`config.mk`:
```
export PLATFORM = sky130hd
export DESIGN_NAME = pcs_rx_top
export DESIGN_NICKNAME = d
export VERILOG_FILES = /design/src/pcs_rx_pkg.sv /design/src/gearbox_rx.sv /design/src/block_sync.sv /design/src/descrambler.sv /design/src/pcs_rx_top.sv
export VERILOG_INCLUDE_DIRS = /design/src
export SDC_FILE = /design/constraint.sdc
export NUM_CORES = 1
export LEC_CHECK = 0
export BUFFER_PORTS_ARGS = -buffer_cell sky130_fd_sc_hd__buf_2
export CORE_UTILIZATION = 40
export DETAILED_ROUTE_END_ITERATION = 8
export PLACE_DENSITY = 0.63
export SLEW_MARGIN = 20
export SYNTH_ARGS = -nofsm -noshare
export SYNTH_HDL_FRONTEND = slang
export SYNTH_SLANG_ARGS = --single-unit
```
`constraint.sdc`:
```
create_clock -name clk -period 11.83 [get_ports clk]
set_input_delay 1.183 -clock clk [delete_from_list [all_inputs] [get_ports clk]]
set_output_delay 1.183 -clock clk [all_outputs]
set_load 0.02 [all_outputs]
```
`src/pcs_rx_defs.svh`:
```
// width, lock threshold and scrambler tap macros for the pcs receive path
`ifndef PCS_RX_DEFS_SVH
`define PCS_RX_DEFS_SVH

// block layout
`define PCS_HEAD_W 2
`define PCS_DATA_W 64
`define PCS_BLOCK_W 66

// block lock thresholds, counted in blocks
`define PCS_LOCK_GOOD 64
`define PCS_BAD_MAX 16
`define PCS_SLIP_WAIT 4

// self-synchronous scrambler x^58 + x^39 + 1
`define PCS_SCR_LEN 58
`define PCS_SCR_TAP_A 39
`define PCS_SCR_TAP_B 58

`endif

```
`src/pcs_rx_pkg.sv`:
```
// shared sync header, payload and block types with the valid header constants
`include "pcs_rx_defs.svh"

package pcs_rx_pkg;

	// 2-bit sync header, bit 0 goes first on the line
	typedef logic [`PCS_HEAD_W-1:0] sync_head_t;

	// scrambled or plain 64-bit payload
	typedef logic [`PCS_DATA_W-1:0] payload_t;

	// whole block, header in the low bits since it is sent first
	typedef struct packed {
		payload_t   data;
		sync_head_t head;
	} block_t;

	// only these two headers are legal
	localparam sync_head_t HEAD_DATA = 2'b01;
	localparam sync_head_t HEAD_CTRL = 2'b10;

endpackage

```
`src/gearbox_rx.sv`:
```
// rx gearbox from 64-bit serdes words to 66-bit blocks, with a one-bit slip
`include "pcs_rx_defs.svh"

module gearbox_rx
	import pcs_rx_pkg::*;
(
	input  logic       clk,
	input  logic       rst_i,

	input  payload_t   data_i,
	input  logic       slip_i,

	output logic       valid_o,
	output sync_head_t head_o,
	output payload_t   data_o
);
	localparam int BLOCK_W = `PCS_BLOCK_W;
	localparam int DATA_W = `PCS_DATA_W;
	// worst case is 65 leftover bits plus a full word
	localparam int BUF_W = BLOCK_W + DATA_W;
	localparam int CNT_W = $clog2(BUF_W + 1);

	// residue buffer with the oldest bit at index 0
	logic [BUF_W-1:0] buf_q;
	logic [BUF_W-1:0] buf_next;
	logic [CNT_W-1:0] cnt_q;
	logic [CNT_W-1:0] cnt_next;

	logic [BUF_W-1:0] keep_mask;
	logic [BUF_W-1:0] merged;
	logic [CNT_W-1:0] total;
	logic             emit;
	block_t           block_next;

	logic             valid_q;
	sync_head_t       head_q;
	payload_t         data_q;

	always_comb begin
		// only the filled part of the residue is kept
		keep_mask = ~({BUF_W{1'b1}} << cnt_q);
		merged = (buf_q & keep_mask) | (BUF_W'(data_i) << cnt_q);
		total = cnt_q + CNT_W'(DATA_W);

		// slip drops the oldest buffered bit and moves the boundary by one
		if (slip_i) begin
			merged = merged >> 1;
			total = total - CNT_W'(1);
		end

		emit = (total >= CNT_W'(BLOCK_W));
		block_next = merged[BLOCK_W-1:0];

		if (emit) begin
			buf_next = merged >> BLOCK_W;
			cnt_next = total - CNT_W'(BLOCK_W);
		end else begin
			buf_next = merged;
			cnt_next = total;
		end
	end

	always_ff @(posedge clk) begin
		if (rst_i) begin
			cnt_q <= '0;
			valid_q <= 1'b0;
		end else begin
			cnt_q <= cnt_next;
			valid_q <= emit;
		end
	end

	// residue and output block registers
	always_ff @(posedge clk) begin
		buf_q <= buf_next;
		if (emit) begin
			head_q <= block_next.head;
			data_q <= block_next.data;
		end
	end

	assign valid_o = valid_q;
	assign head_o = head_q;
	assign data_o = data_q;

endmodule

```
`src/block_sync.sv`:
```
// sync header lock FSM with slip requests and windowed loss of lock
`include "pcs_rx_defs.svh"

module block_sync
	import pcs_rx_pkg::*;
(
	input  logic       clk,
	input  logic       rst_i,

	input  logic       blk_valid_i,
	input  sync_head_t head_i,

	output logic       slip_o,
	output logic       lock_o
);
	localparam int LOCK_GOOD = `PCS_LOCK_GOOD;
	localparam int BAD_MAX = `PCS_BAD_MAX;
	localparam int SLIP_WAIT = `PCS_SLIP_WAIT;
	localparam int WIN_LEN = 64;
	localparam int GOOD_W = $clog2(LOCK_GOOD + 1);
	localparam int BAD_W = $clog2(WIN_LEN + 1);
	localparam int WAIT_W = $clog2(SLIP_WAIT + 1);

	logic              lock_q;
	logic              slip_q;
	logic [GOOD_W-1:0] good_cnt_q;
	logic [WAIT_W-1:0] wait_cnt_q;

	// one flag per block in the sliding window, newest at bit 0
	logic [WIN_LEN-1:0] hist_q;
	logic [BAD_W-1:0]   bad_cnt_q;
	logic [BAD_W-1:0]   bad_cnt_next;
	logic               head_ok;

	always_comb begin
		head_ok = (head_i == HEAD_DATA) || (head_i == HEAD_CTRL);
		// newest block enters the window, oldest leaves
		bad_cnt_next = bad_cnt_q + BAD_W'(!head_ok) - BAD_W'(hist_q[WIN_LEN-1]);
	end

	always_ff @(posedge clk) begin
		if (rst_i) begin
			lock_q <= 1'b0;
			slip_q <= 1'b0;
			good_cnt_q <= '0;
			wait_cnt_q <= '0;
			hist_q <= '0;
			bad_cnt_q <= '0;
		end else begin
			slip_q <= 1'b0;
			if (blk_valid_i) begin
				if (lock_q) begin
					hist_q <= {hist_q[WIN_LEN-2:0], !head_ok};
					bad_cnt_q <= bad_cnt_next;
					if (bad_cnt_next >= BAD_W'(BAD_MAX)) begin
						lock_q <= 1'b0;
						good_cnt_q <= '0;
					end
				end else if (wait_cnt_q != '0) begin
					// blocks still in flight from the old alignment
					wait_cnt_q <= wait_cnt_q - WAIT_W'(1);
				end else if (head_ok) begin
					if (good_cnt_q == GOOD_W'(LOCK_GOOD - 1)) begin
						lock_q <= 1'b1;
						hist_q <= '0;
						bad_cnt_q <= '0;
					end else begin
						good_cnt_q <= good_cnt_q + GOOD_W'(1);
					end
				end else begin
					slip_q <= 1'b1;
					good_cnt_q <= '0;
					wait_cnt_q <= WAIT_W'(SLIP_WAIT);
				end
			end
		end
	end

	assign slip_o = slip_q;
	assign lock_o = lock_q;

endmodule

```
`src/descrambler.sv`:
```
// self-synchronous x^58 + x^39 + 1 descrambler for the block payload
`include "pcs_rx_defs.svh"

module descrambler
	import pcs_rx_pkg::*;
(
	input  logic       clk,
	input  logic       rst_i,

	input  logic       valid_i,
	input  sync_head_t head_i,
	input  payload_t   data_i,

	output logic       valid_o,
	output sync_head_t head_o,
	output payload_t   data_o
);
	localparam int DATA_W = `PCS_DATA_W;
	localparam int SCR_LEN = `PCS_SCR_LEN;
	localparam int TAP_A = `PCS_SCR_TAP_A;
	localparam int TAP_B = `PCS_SCR_TAP_B;
	localparam int EXT_W = DATA_W + SCR_LEN;

	// last scrambled bits seen, most recent at the top
	logic [SCR_LEN-1:0] state_q;
	logic [EXT_W-1:0]   ext;
	payload_t           plain;

	logic               valid_q;
	sync_head_t         head_q;
	payload_t           data_q;

	always_comb begin
		ext = {data_i, state_q};
		for (int i = 0; i < DATA_W; i++) begin
			plain[i] = ext[i + SCR_LEN] ^ ext[i + SCR_LEN - TAP_A] ^ ext[i + SCR_LEN - TAP_B];
		end
	end

	always_ff @(posedge clk) begin
		if (rst_i) begin
			valid_q <= 1'b0;
		end else begin
			valid_q <= valid_i;
		end
	end

	// state advances on every block, locked or not
	always_ff @(posedge clk) begin
		if (valid_i) begin
			state_q <= data_i[DATA_W-1 -: SCR_LEN];
			head_q <= head_i;
			data_q <= plain;
		end
	end

	assign valid_o = valid_q;
	assign head_o = head_q;
	assign data_o = data_q;

endmodule

```
`src/pcs_rx_top.sv`:
```
// pcs receive top with gearbox, block synchronizer and descrambler
module pcs_rx_top
	import pcs_rx_pkg::*;
(
	input  logic       clk,
	input  logic       rst_i,

	// serdes word, one per clock without gaps
	input  payload_t   data_i,

	output logic       block_valid_o,
	output sync_head_t head_o,
	output payload_t   data_o,
	output logic       lock_o
);
	logic       blk_valid;
	sync_head_t blk_head;
	payload_t   blk_data;
	logic       slip;

	gearbox_rx gearbox_rx_i (
		.clk     (clk),
		.rst_i   (rst_i),
		.data_i  (data_i),
		.slip_i  (slip),
		.valid_o (blk_valid),
		.head_o  (blk_head),
		.data_o  (blk_data)
	);

	// feedback loop, slip moves the gearbox boundary
	block_sync block_sync_i (
		.clk         (clk),
		.rst_i       (rst_i),
		.blk_valid_i (blk_valid),
		.head_i      (blk_head),
		.slip_o      (slip),
		.lock_o      (lock_o)
	);

	descrambler descrambler_i (
		.clk     (clk),
		.rst_i   (rst_i),
		.valid_i (blk_valid),
		.head_i  (blk_head),
		.data_i  (blk_data),
		.valid_o (block_valid_o),
		.head_o  (head_o),
		.data_o  (data_o)
	);

endmodule

```
==> impl_metrics.ini, run 1 <==
[global_routing]
grt_pass1_wl_mm = 160.7
grt_pass1_vias = 21950
grt_max_degree = 97
grt-ovfl-total = 0
track_usage_pct = 33.81
antenna_found_initial = 1

[drt]
drt_wl_total_mm = 113.2
viasPerCell = 6.539
drt_first_iter_violations = 2753
wire_per_inst_um = 32.06
vias = 23090
first_pass_iters = 6
drc = 0
ant_nets = 0

[clocking]
cts_max_path_buffers = 3
post_cts_buffers = 0
cts_buffers = 46
cts_tree = yes
ctsResizeCount = 0
cts.clk_slew.worst_paths_ns = 0.07
clk_latency_ns = 0.61
cts_sinks = 413
h-tree-depth = 2
cts_root_buffer = clkbuf_16
holdBufCountCts = 0

[floorplanning]
std_cell_rows = 92
die-width_um = 255.4
fp.coreArea_um2 = 63200
die_area_um2 = 65210
fp.dieH_um = 255.4
io_pins = 134
initial_core_util_pct = 40.63

[logic_synthesis]
yosysSeqAreaShare_pct = 39.61
synth_area_leader_cell = edfxtp_1
synth_fp_nets = 2704
synth_top_area_share_pct = 22.22
netlist_instances = 2622
synthArstFlopShare_pct = 0
synth_warnings = 0
synth_edf_count = 190
synth_ff_type = dfxtp_1
synth_area_per_cell_um2 = 9.793
synth_cell_types = 94
synth_seq_cells = 413
syn_area_um2 = 25680
synthTopCellsByArea = edfxtp_1 22%, dfxtp_1 17%, mux4_2 9.2%

[worst_setup_path]
cp_max_fo = 66
critPathKind = reg2reg
critical_path.endpoint_type = register
worstPathRequired_ns = 12.37
arrival_ns = 5.42
startpoint_type = register

[layout]
syn2layout_area_growth_pct = 10.72
n_fill_cell = 6021
regArea_um2 = 10200
multiInputGateArea_um2 = 14420
fin_nets = 2726
drive_gt1_share_pct = 18.75

[placed_design]
hpwlAfterDp_mm = 83.55
dp_slack_ns = 7.097
gp_congestion = 1.033
portBuffers = 133

[run_status]
status = finished, final reports clean

[sta]
fin_crit_sh_pct = 41.25
fmax_mhz = 204.9
period_minus_slack_ns = 4.880
finalMaxSlewViolations = 0
worst_slew_pin_slew_ns = 1.276
finalHoldViolCount = 0
slew_headroom_pct = 14.04
tns_ns = 0
finalSetupViolations = 0
holdWs_ns = 0.4483
clock_skew_ns = 0.04063
fin_ws_ns = 6.950
rsz0062_at_grt = false

[run]
drv_cap = 0

[hold_path]
holdCritPathClass = reg2reg
==> through the flow <==
step / instances / area (um2) / utilization, %
floorplan: 2622 / 25680 / -
global placement: 3442 / 26940 / 42.62
detailed placement: 3442 / 26940 / 42.62
CTS: 3528 / 28420 / 44.98
global route: 3528 / 28420 / 44.98
finish: 3531 / 28430 / 44.99
==> critical path, stage by stage, from the launching register on <==
cell and delay, ns:
dfxtp_4 0.52, buf_4 0.52, nor4bb_1 0.55, nand2_1 0.18
xnor2_1 0.38, a21boi_4 0.12, inv_6 0.37, buf_4 0.83
buf_4 0.68, o221ai_1 0.25, a21bo_2 0.24
==> kinds of logic after synthesis <==
family	synth area share, %
DFF	39.61
AOI/OAI and AO/OA	18.37
buffers and inverters	4.381
muxes	17.97
xor gates and xnor gates	4.844
adders and majority gates	0.8089
and+or+nand+nor	14.02
==> layer usage <==
layer	wire length [um]	up-vias	GRT usage, %
met1	45380	11450	44.36
met2	48950	1427	51.00
li1	-	9925	-
met4	7912	0	20.53
met3	10970	288	7.192
met5	0	-	0
==> sequential cells by signal, summed over array words and instances, names as in the netlist <==
register,flops
gearbox_rx_i.data_o,64
gearbox_rx_i.cnt_q,8
gearbox_rx_i.head_o,2
block_sync_i.lock_o,1
block_sync_i.wait_cnt_q,3
descrambler_i.state_q,58
descrambler_i.head_o,2
descrambler_i.data_o,64
block_sync_i.slip_o,1
block_sync_i.bad_cnt_q,7
block_sync_i.hist_q,64
gearbox_rx_i.buf_q,130
descrambler_i.valid_o,1
gearbox_rx_i.valid_o,1
block_sync_i.good_cnt_q,7
==> cell usage after synthesis (17+ instances only) <==
| cell | number |
|---|---|
| mux2i_1 | 125 |
| buf_1 | 22 |
| o21ai_0 | 163 |
| mux4_2 | 105 |
| o22ai_1 | 33 |
| and3_1 | 20 |
| o221ai_1 | 18 |
| dfxtp_1 | 223 |
| a21oi_1 | 146 |
| o211ai_1 | 30 |
| o31ai_1 | 17 |
| nor2_1 | 178 |
| a211oi_1 | 17 |
| xnor2_1 | 139 |
| a22oi_1 | 31 |
| edfxtp_1 | 190 |
| and2_1 | 31 |
| a21o_1 | 18 |
| a221oi_1 | 18 |
| inv_1 | 45 |
| nand3_1 | 124 |
| mux2_2 | 86 |
| o21a_1 | 24 |
| nand2_1 | 269 |
| buf_2 | 37 |
| clkbuf_1 | 140 |
| nor3_1 | 35 |
| nand2b_1 | 24 |
==> layout make-up <==
type | count | area share [%]
multi-input combinational | 1947 | 50.71
sequential | 413 | 35.88
clock buffer | 60 | 4.304
timing repair buffer | 186 | 3.741
tap | 846 | 3.723
clock inverter | 26 | 0.9242
inverter | 50 | 0.6866
antenna | 3 | 0.02641
==> cells in the final DEF (no fill, tap or decap), drive strengths merged, types with 19 or more instances in the layout <==
cell type  instances
clkbuf            60
mux2              88
o211ai            30
mux2i            125
o21ai            169
and3              20
inv               50
o22ai             33
xnor2            139
nand2            269
a21oi            146
clkinv            19
a22oi             31
a221oi            19
mux4             105
nand3            124
nor3              35
edfxtp           190
o21a              24
and2              34
nand2b            24
nor2             178
buf              186
dfxtp            223
==> final timing paths <==
kind / endpoint / start / depth (start not counted) / slack (ns)
hold reg to reg: block_sync_i.hist_q[14] / block_sync_i.hist_q[14] / 2 / 0.45
setup / recovery: gearbox_rx_i.buf_q[12] / block_sync_i.slip_o / 10 / 6.95
setup reg to reg: gearbox_rx_i.buf_q[12] / block_sync_i.slip_o / 10 / 6.95
hold / removal: block_sync_i.hist_q[14] / block_sync_i.hist_q[14] / 2 / 0.45
Power of run 1 is left out: the tool's default activity adds up to more than one toggle a clock period on the data nets, which glitch-free logic cannot reach.
==> run 2, diff against run 1 <==
--- a/config.mk
+++ b/config.mk
@@ -6,10 +6,11 @@
 export SDC_FILE = /design/constraint.sdc
 export NUM_CORES = 1
 export LEC_CHECK = 0
+export ABC_AREA = 1
 export BUFFER_PORTS_ARGS = -buffer_cell sky130_fd_sc_hd__buf_2
 export CORE_UTILIZATION = 40
 export DETAILED_ROUTE_END_ITERATION = 8
-export PLACE_DENSITY = 0.63
+export PLACE_DENSITY = 0.65
 export SLEW_MARGIN = 20
 export SYNTH_ARGS = -nofsm -noshare
 export SYNTH_HDL_FRONTEND = slang
==> constraint.sdc (replaced) <==
create_clock -name clk -period 3.9 [get_ports clk]
set_input_delay 0.39 -clock clk [delete_from_list [all_inputs] [get_ports clk]]
set_output_delay 0.39 -clock clk [all_outputs]
set_load 0.02 [all_outputs]
==> run 2 against run 1 <==
Routed wire length is 20% lower. Die area is 7.2% lower. Via count is 2.9% higher. Critical path type unchanged. Critical endpoint is now gearbox_rx_i.buf_q[45]. Largest cell class unchanged. Highest routed layer unchanged.
==> impl_metrics.ini, run 2 <==
[logic_synthesis]
ys_top_cells_by_count = 914 x nand3_1, 898 x nand2_1, 223 x dfxtp_1
synth_edf_count = 190
synthArstFlopShare_pct = 0
synth_top_area_share_pct = 23.97
synth_area_leader_cell = edfxtp_1
synth_area_per_cell_um2 = 7.345
synthTopCellsByArea = edfxtp_1 24%, nand3_1 19%, dfxtp_1 19%
synth_warnings = 0
yosysMostFrequentCell = nand3_1
yosysSeqAreaShare_pct = 42.72
synth_seq_cells = 413
synth_ff_type = dfxtp_1
syn_area_um2 = 23810
synth_fp_nets = 3323
netlist_instances = 3241
synth_cell_types = 48

[clocking]
cts_max_path_buffers = 3
holdBufCountCts = 0
cts_sinks = 413
clk_latency_ns = 0.60
cts_tree = yes
cts_buffers = 45
ctsResizeCount = 0
cts.clk_slew.worst_paths_ns = 0.06
h-tree-depth = 2
cts_root_buffer = clkbuf_16
post_cts_buffers = 0

[worst_setup_path]
cp_max_fo = 199
worstPathRequired_ns = 4.42
crit_path_start = gearbox_rx_i.cnt_q[1]
critical_path.endpoint_type = register
critPathKind = reg2reg
startpoint_type = register
crit-reg2reg-launch = gearbox_rx_i.cnt_q[1]
arrival_ns = 3.62

[drt]
ant_nets = 0
first_pass_iters = 7
vias = 23770
viasPerCell = 5.802
wire_per_inst_um = 22.10
drt_wl_total_mm = 90.51
drt_first_iter_violations = 3162
drc = 0

[layout]
largest_register_ffs = 130
syn2layout_area_growth_pct = 11.87
final_common_cell = nand3_1
drive_gt1_share_pct = 9.786
multiInputGateArea_um2 = 12260
fin_nets = 3366
regArea_um2 = 10180
final_util_pct = 45.21
top_register = gearbox_rx_i.buf_q
n_fill_cell = 5976
layout_common_cells = 914 x nand3_1, 898 x nand2_1, 215 x dfxtp_1

[placed_design]
portBuffers = 133
gp_congestion = 1.078
hpwlAfterDp_mm = 67.26

[run]
drv_cap = 0

[floorplanning]
initial_core_util_pct = 40.41
fp.dieH_um = 246.0
std_cell_rows = 89
die-width_um = 246.0
die_area_um2 = 60490
fp.coreArea_um2 = 58910
io_pins = 134

[global_routing]
grt-ovfl-total = 0
antenna_found_initial = 2
grt_pass1_vias = 21650
grt_max_degree = 200
grt_pass1_wl_mm = 134.8
track_usage_pct = 29.62

[sta]
fmax_mhz = 321.8
worst_slew_pin_slew_ns = 1.219
rsz0062_at_grt = false
tns_ns = 0
slew_headroom_pct = 17.90
clock_skew_ns = 0.03049
finalSetupViolations = 0
finalMaxSlewViolations = 0
fin_crit_sh_pct = 79.67
period_minus_slack_ns = 3.107
finalHoldViolCount = 0

[pwr]
p_leak_nw = 11.02
ir_drop_mv = 1.036
power_density_nw_per_um2 = 1097
power_mw = 29.22

[hold_path]
min_from = gearbox_rx_i.data_o[40]
holdCritPathClass = reg2reg

[run_status]
status = finished, final reports clean
==> run 2: worst paths after layout <==
check | endpoint | slack (ns) | cells after the start
max reg2reg | gearbox_rx_i.buf_q[45] | 0.79 | 12
min reg2reg | descrambler_i.state_q[34] | 0.45 | 0
min | descrambler_i.state_q[34] | 0.45 | 0
max | gearbox_rx_i.buf_q[45] | 0.79 | 12
==> run 2: cell type report <==
cell class              instances  area share (%)
inverters                     128           1.823
well taps                     773           3.632
multi-input cells            2496           46.03
diodes                          2         0.01879
clock inverters                19          0.7282
clock buffers                  65           4.858
flip-flops and latches        413           38.24
repair buffers                200           4.670
==> run 2: cells by family (layout without fill, tap and decap cells) <==
group | after synthesis | count (layout) | synth area share (%)
flip-flops | 413 | 413 | 42.72
XOR/XNOR | 138 | 138 | 5.109
AND/OR/NAND/NOR | 2013 | 2013 | 37.31
buffers and inverters | 332 | 412 | 5.966
adder cells (fa/ha/maj) | 16 | 16 | 0.8725
other | 0 | 2 | 0
AO/OA/AOI/OAI | 329 | 329 | 8.021
==> run 2: through the flow <==
stage	hold slack, ns	setup WS [ns]	std cells	area, um2
2_1_floorplan	0.4409	0.8652	3241	23810
3_3_place_gp	0.4488	0.9242	4010	25140
3_5_place_dp	0.4520	0.8760	4010	25140
4_1_cts	0.4480	0.8795	4094	26630
5_1_grt	0.4642	0.5872	4094	26630
6_report	0.4507	0.7929	4096	26630
==> run 2: per-layer routing <==
layer	wire [um]	up-vias	global-route usage (%)
li1	-	11160	-
met1	36290	11000	37.96
met2	39040	1284	44.84
met3	8675	330	6.766
met4	6504	0	18.69
met5	0	-	0
==> run 2: power breakdown <==
part / internal [mW] / leakage, nW / switching (mW)
sequential: 7.13 / 3.70 / 1.08
combinational: 4.67 / 6.59 / 12.1
clock: 2.46 / 0.730 / 1.81
total: 14.3 / 11.0 / 15.0
==> run 2: critical path: stages, from the launching register on <==
cell     delay, ns
dfxtp_2       0.33
buf_4         0.60
nor2_1        0.16
inv_1         0.14
o21ai_0       0.11
nand2_1       0.16
nor3_2        0.07
nand2_2       0.10
nand2_2       0.09
nand2_8       0.08
buf_12        0.51
nand3_1       0.18
o21ai_1       0.12
(Power assumes the default switching activity.)
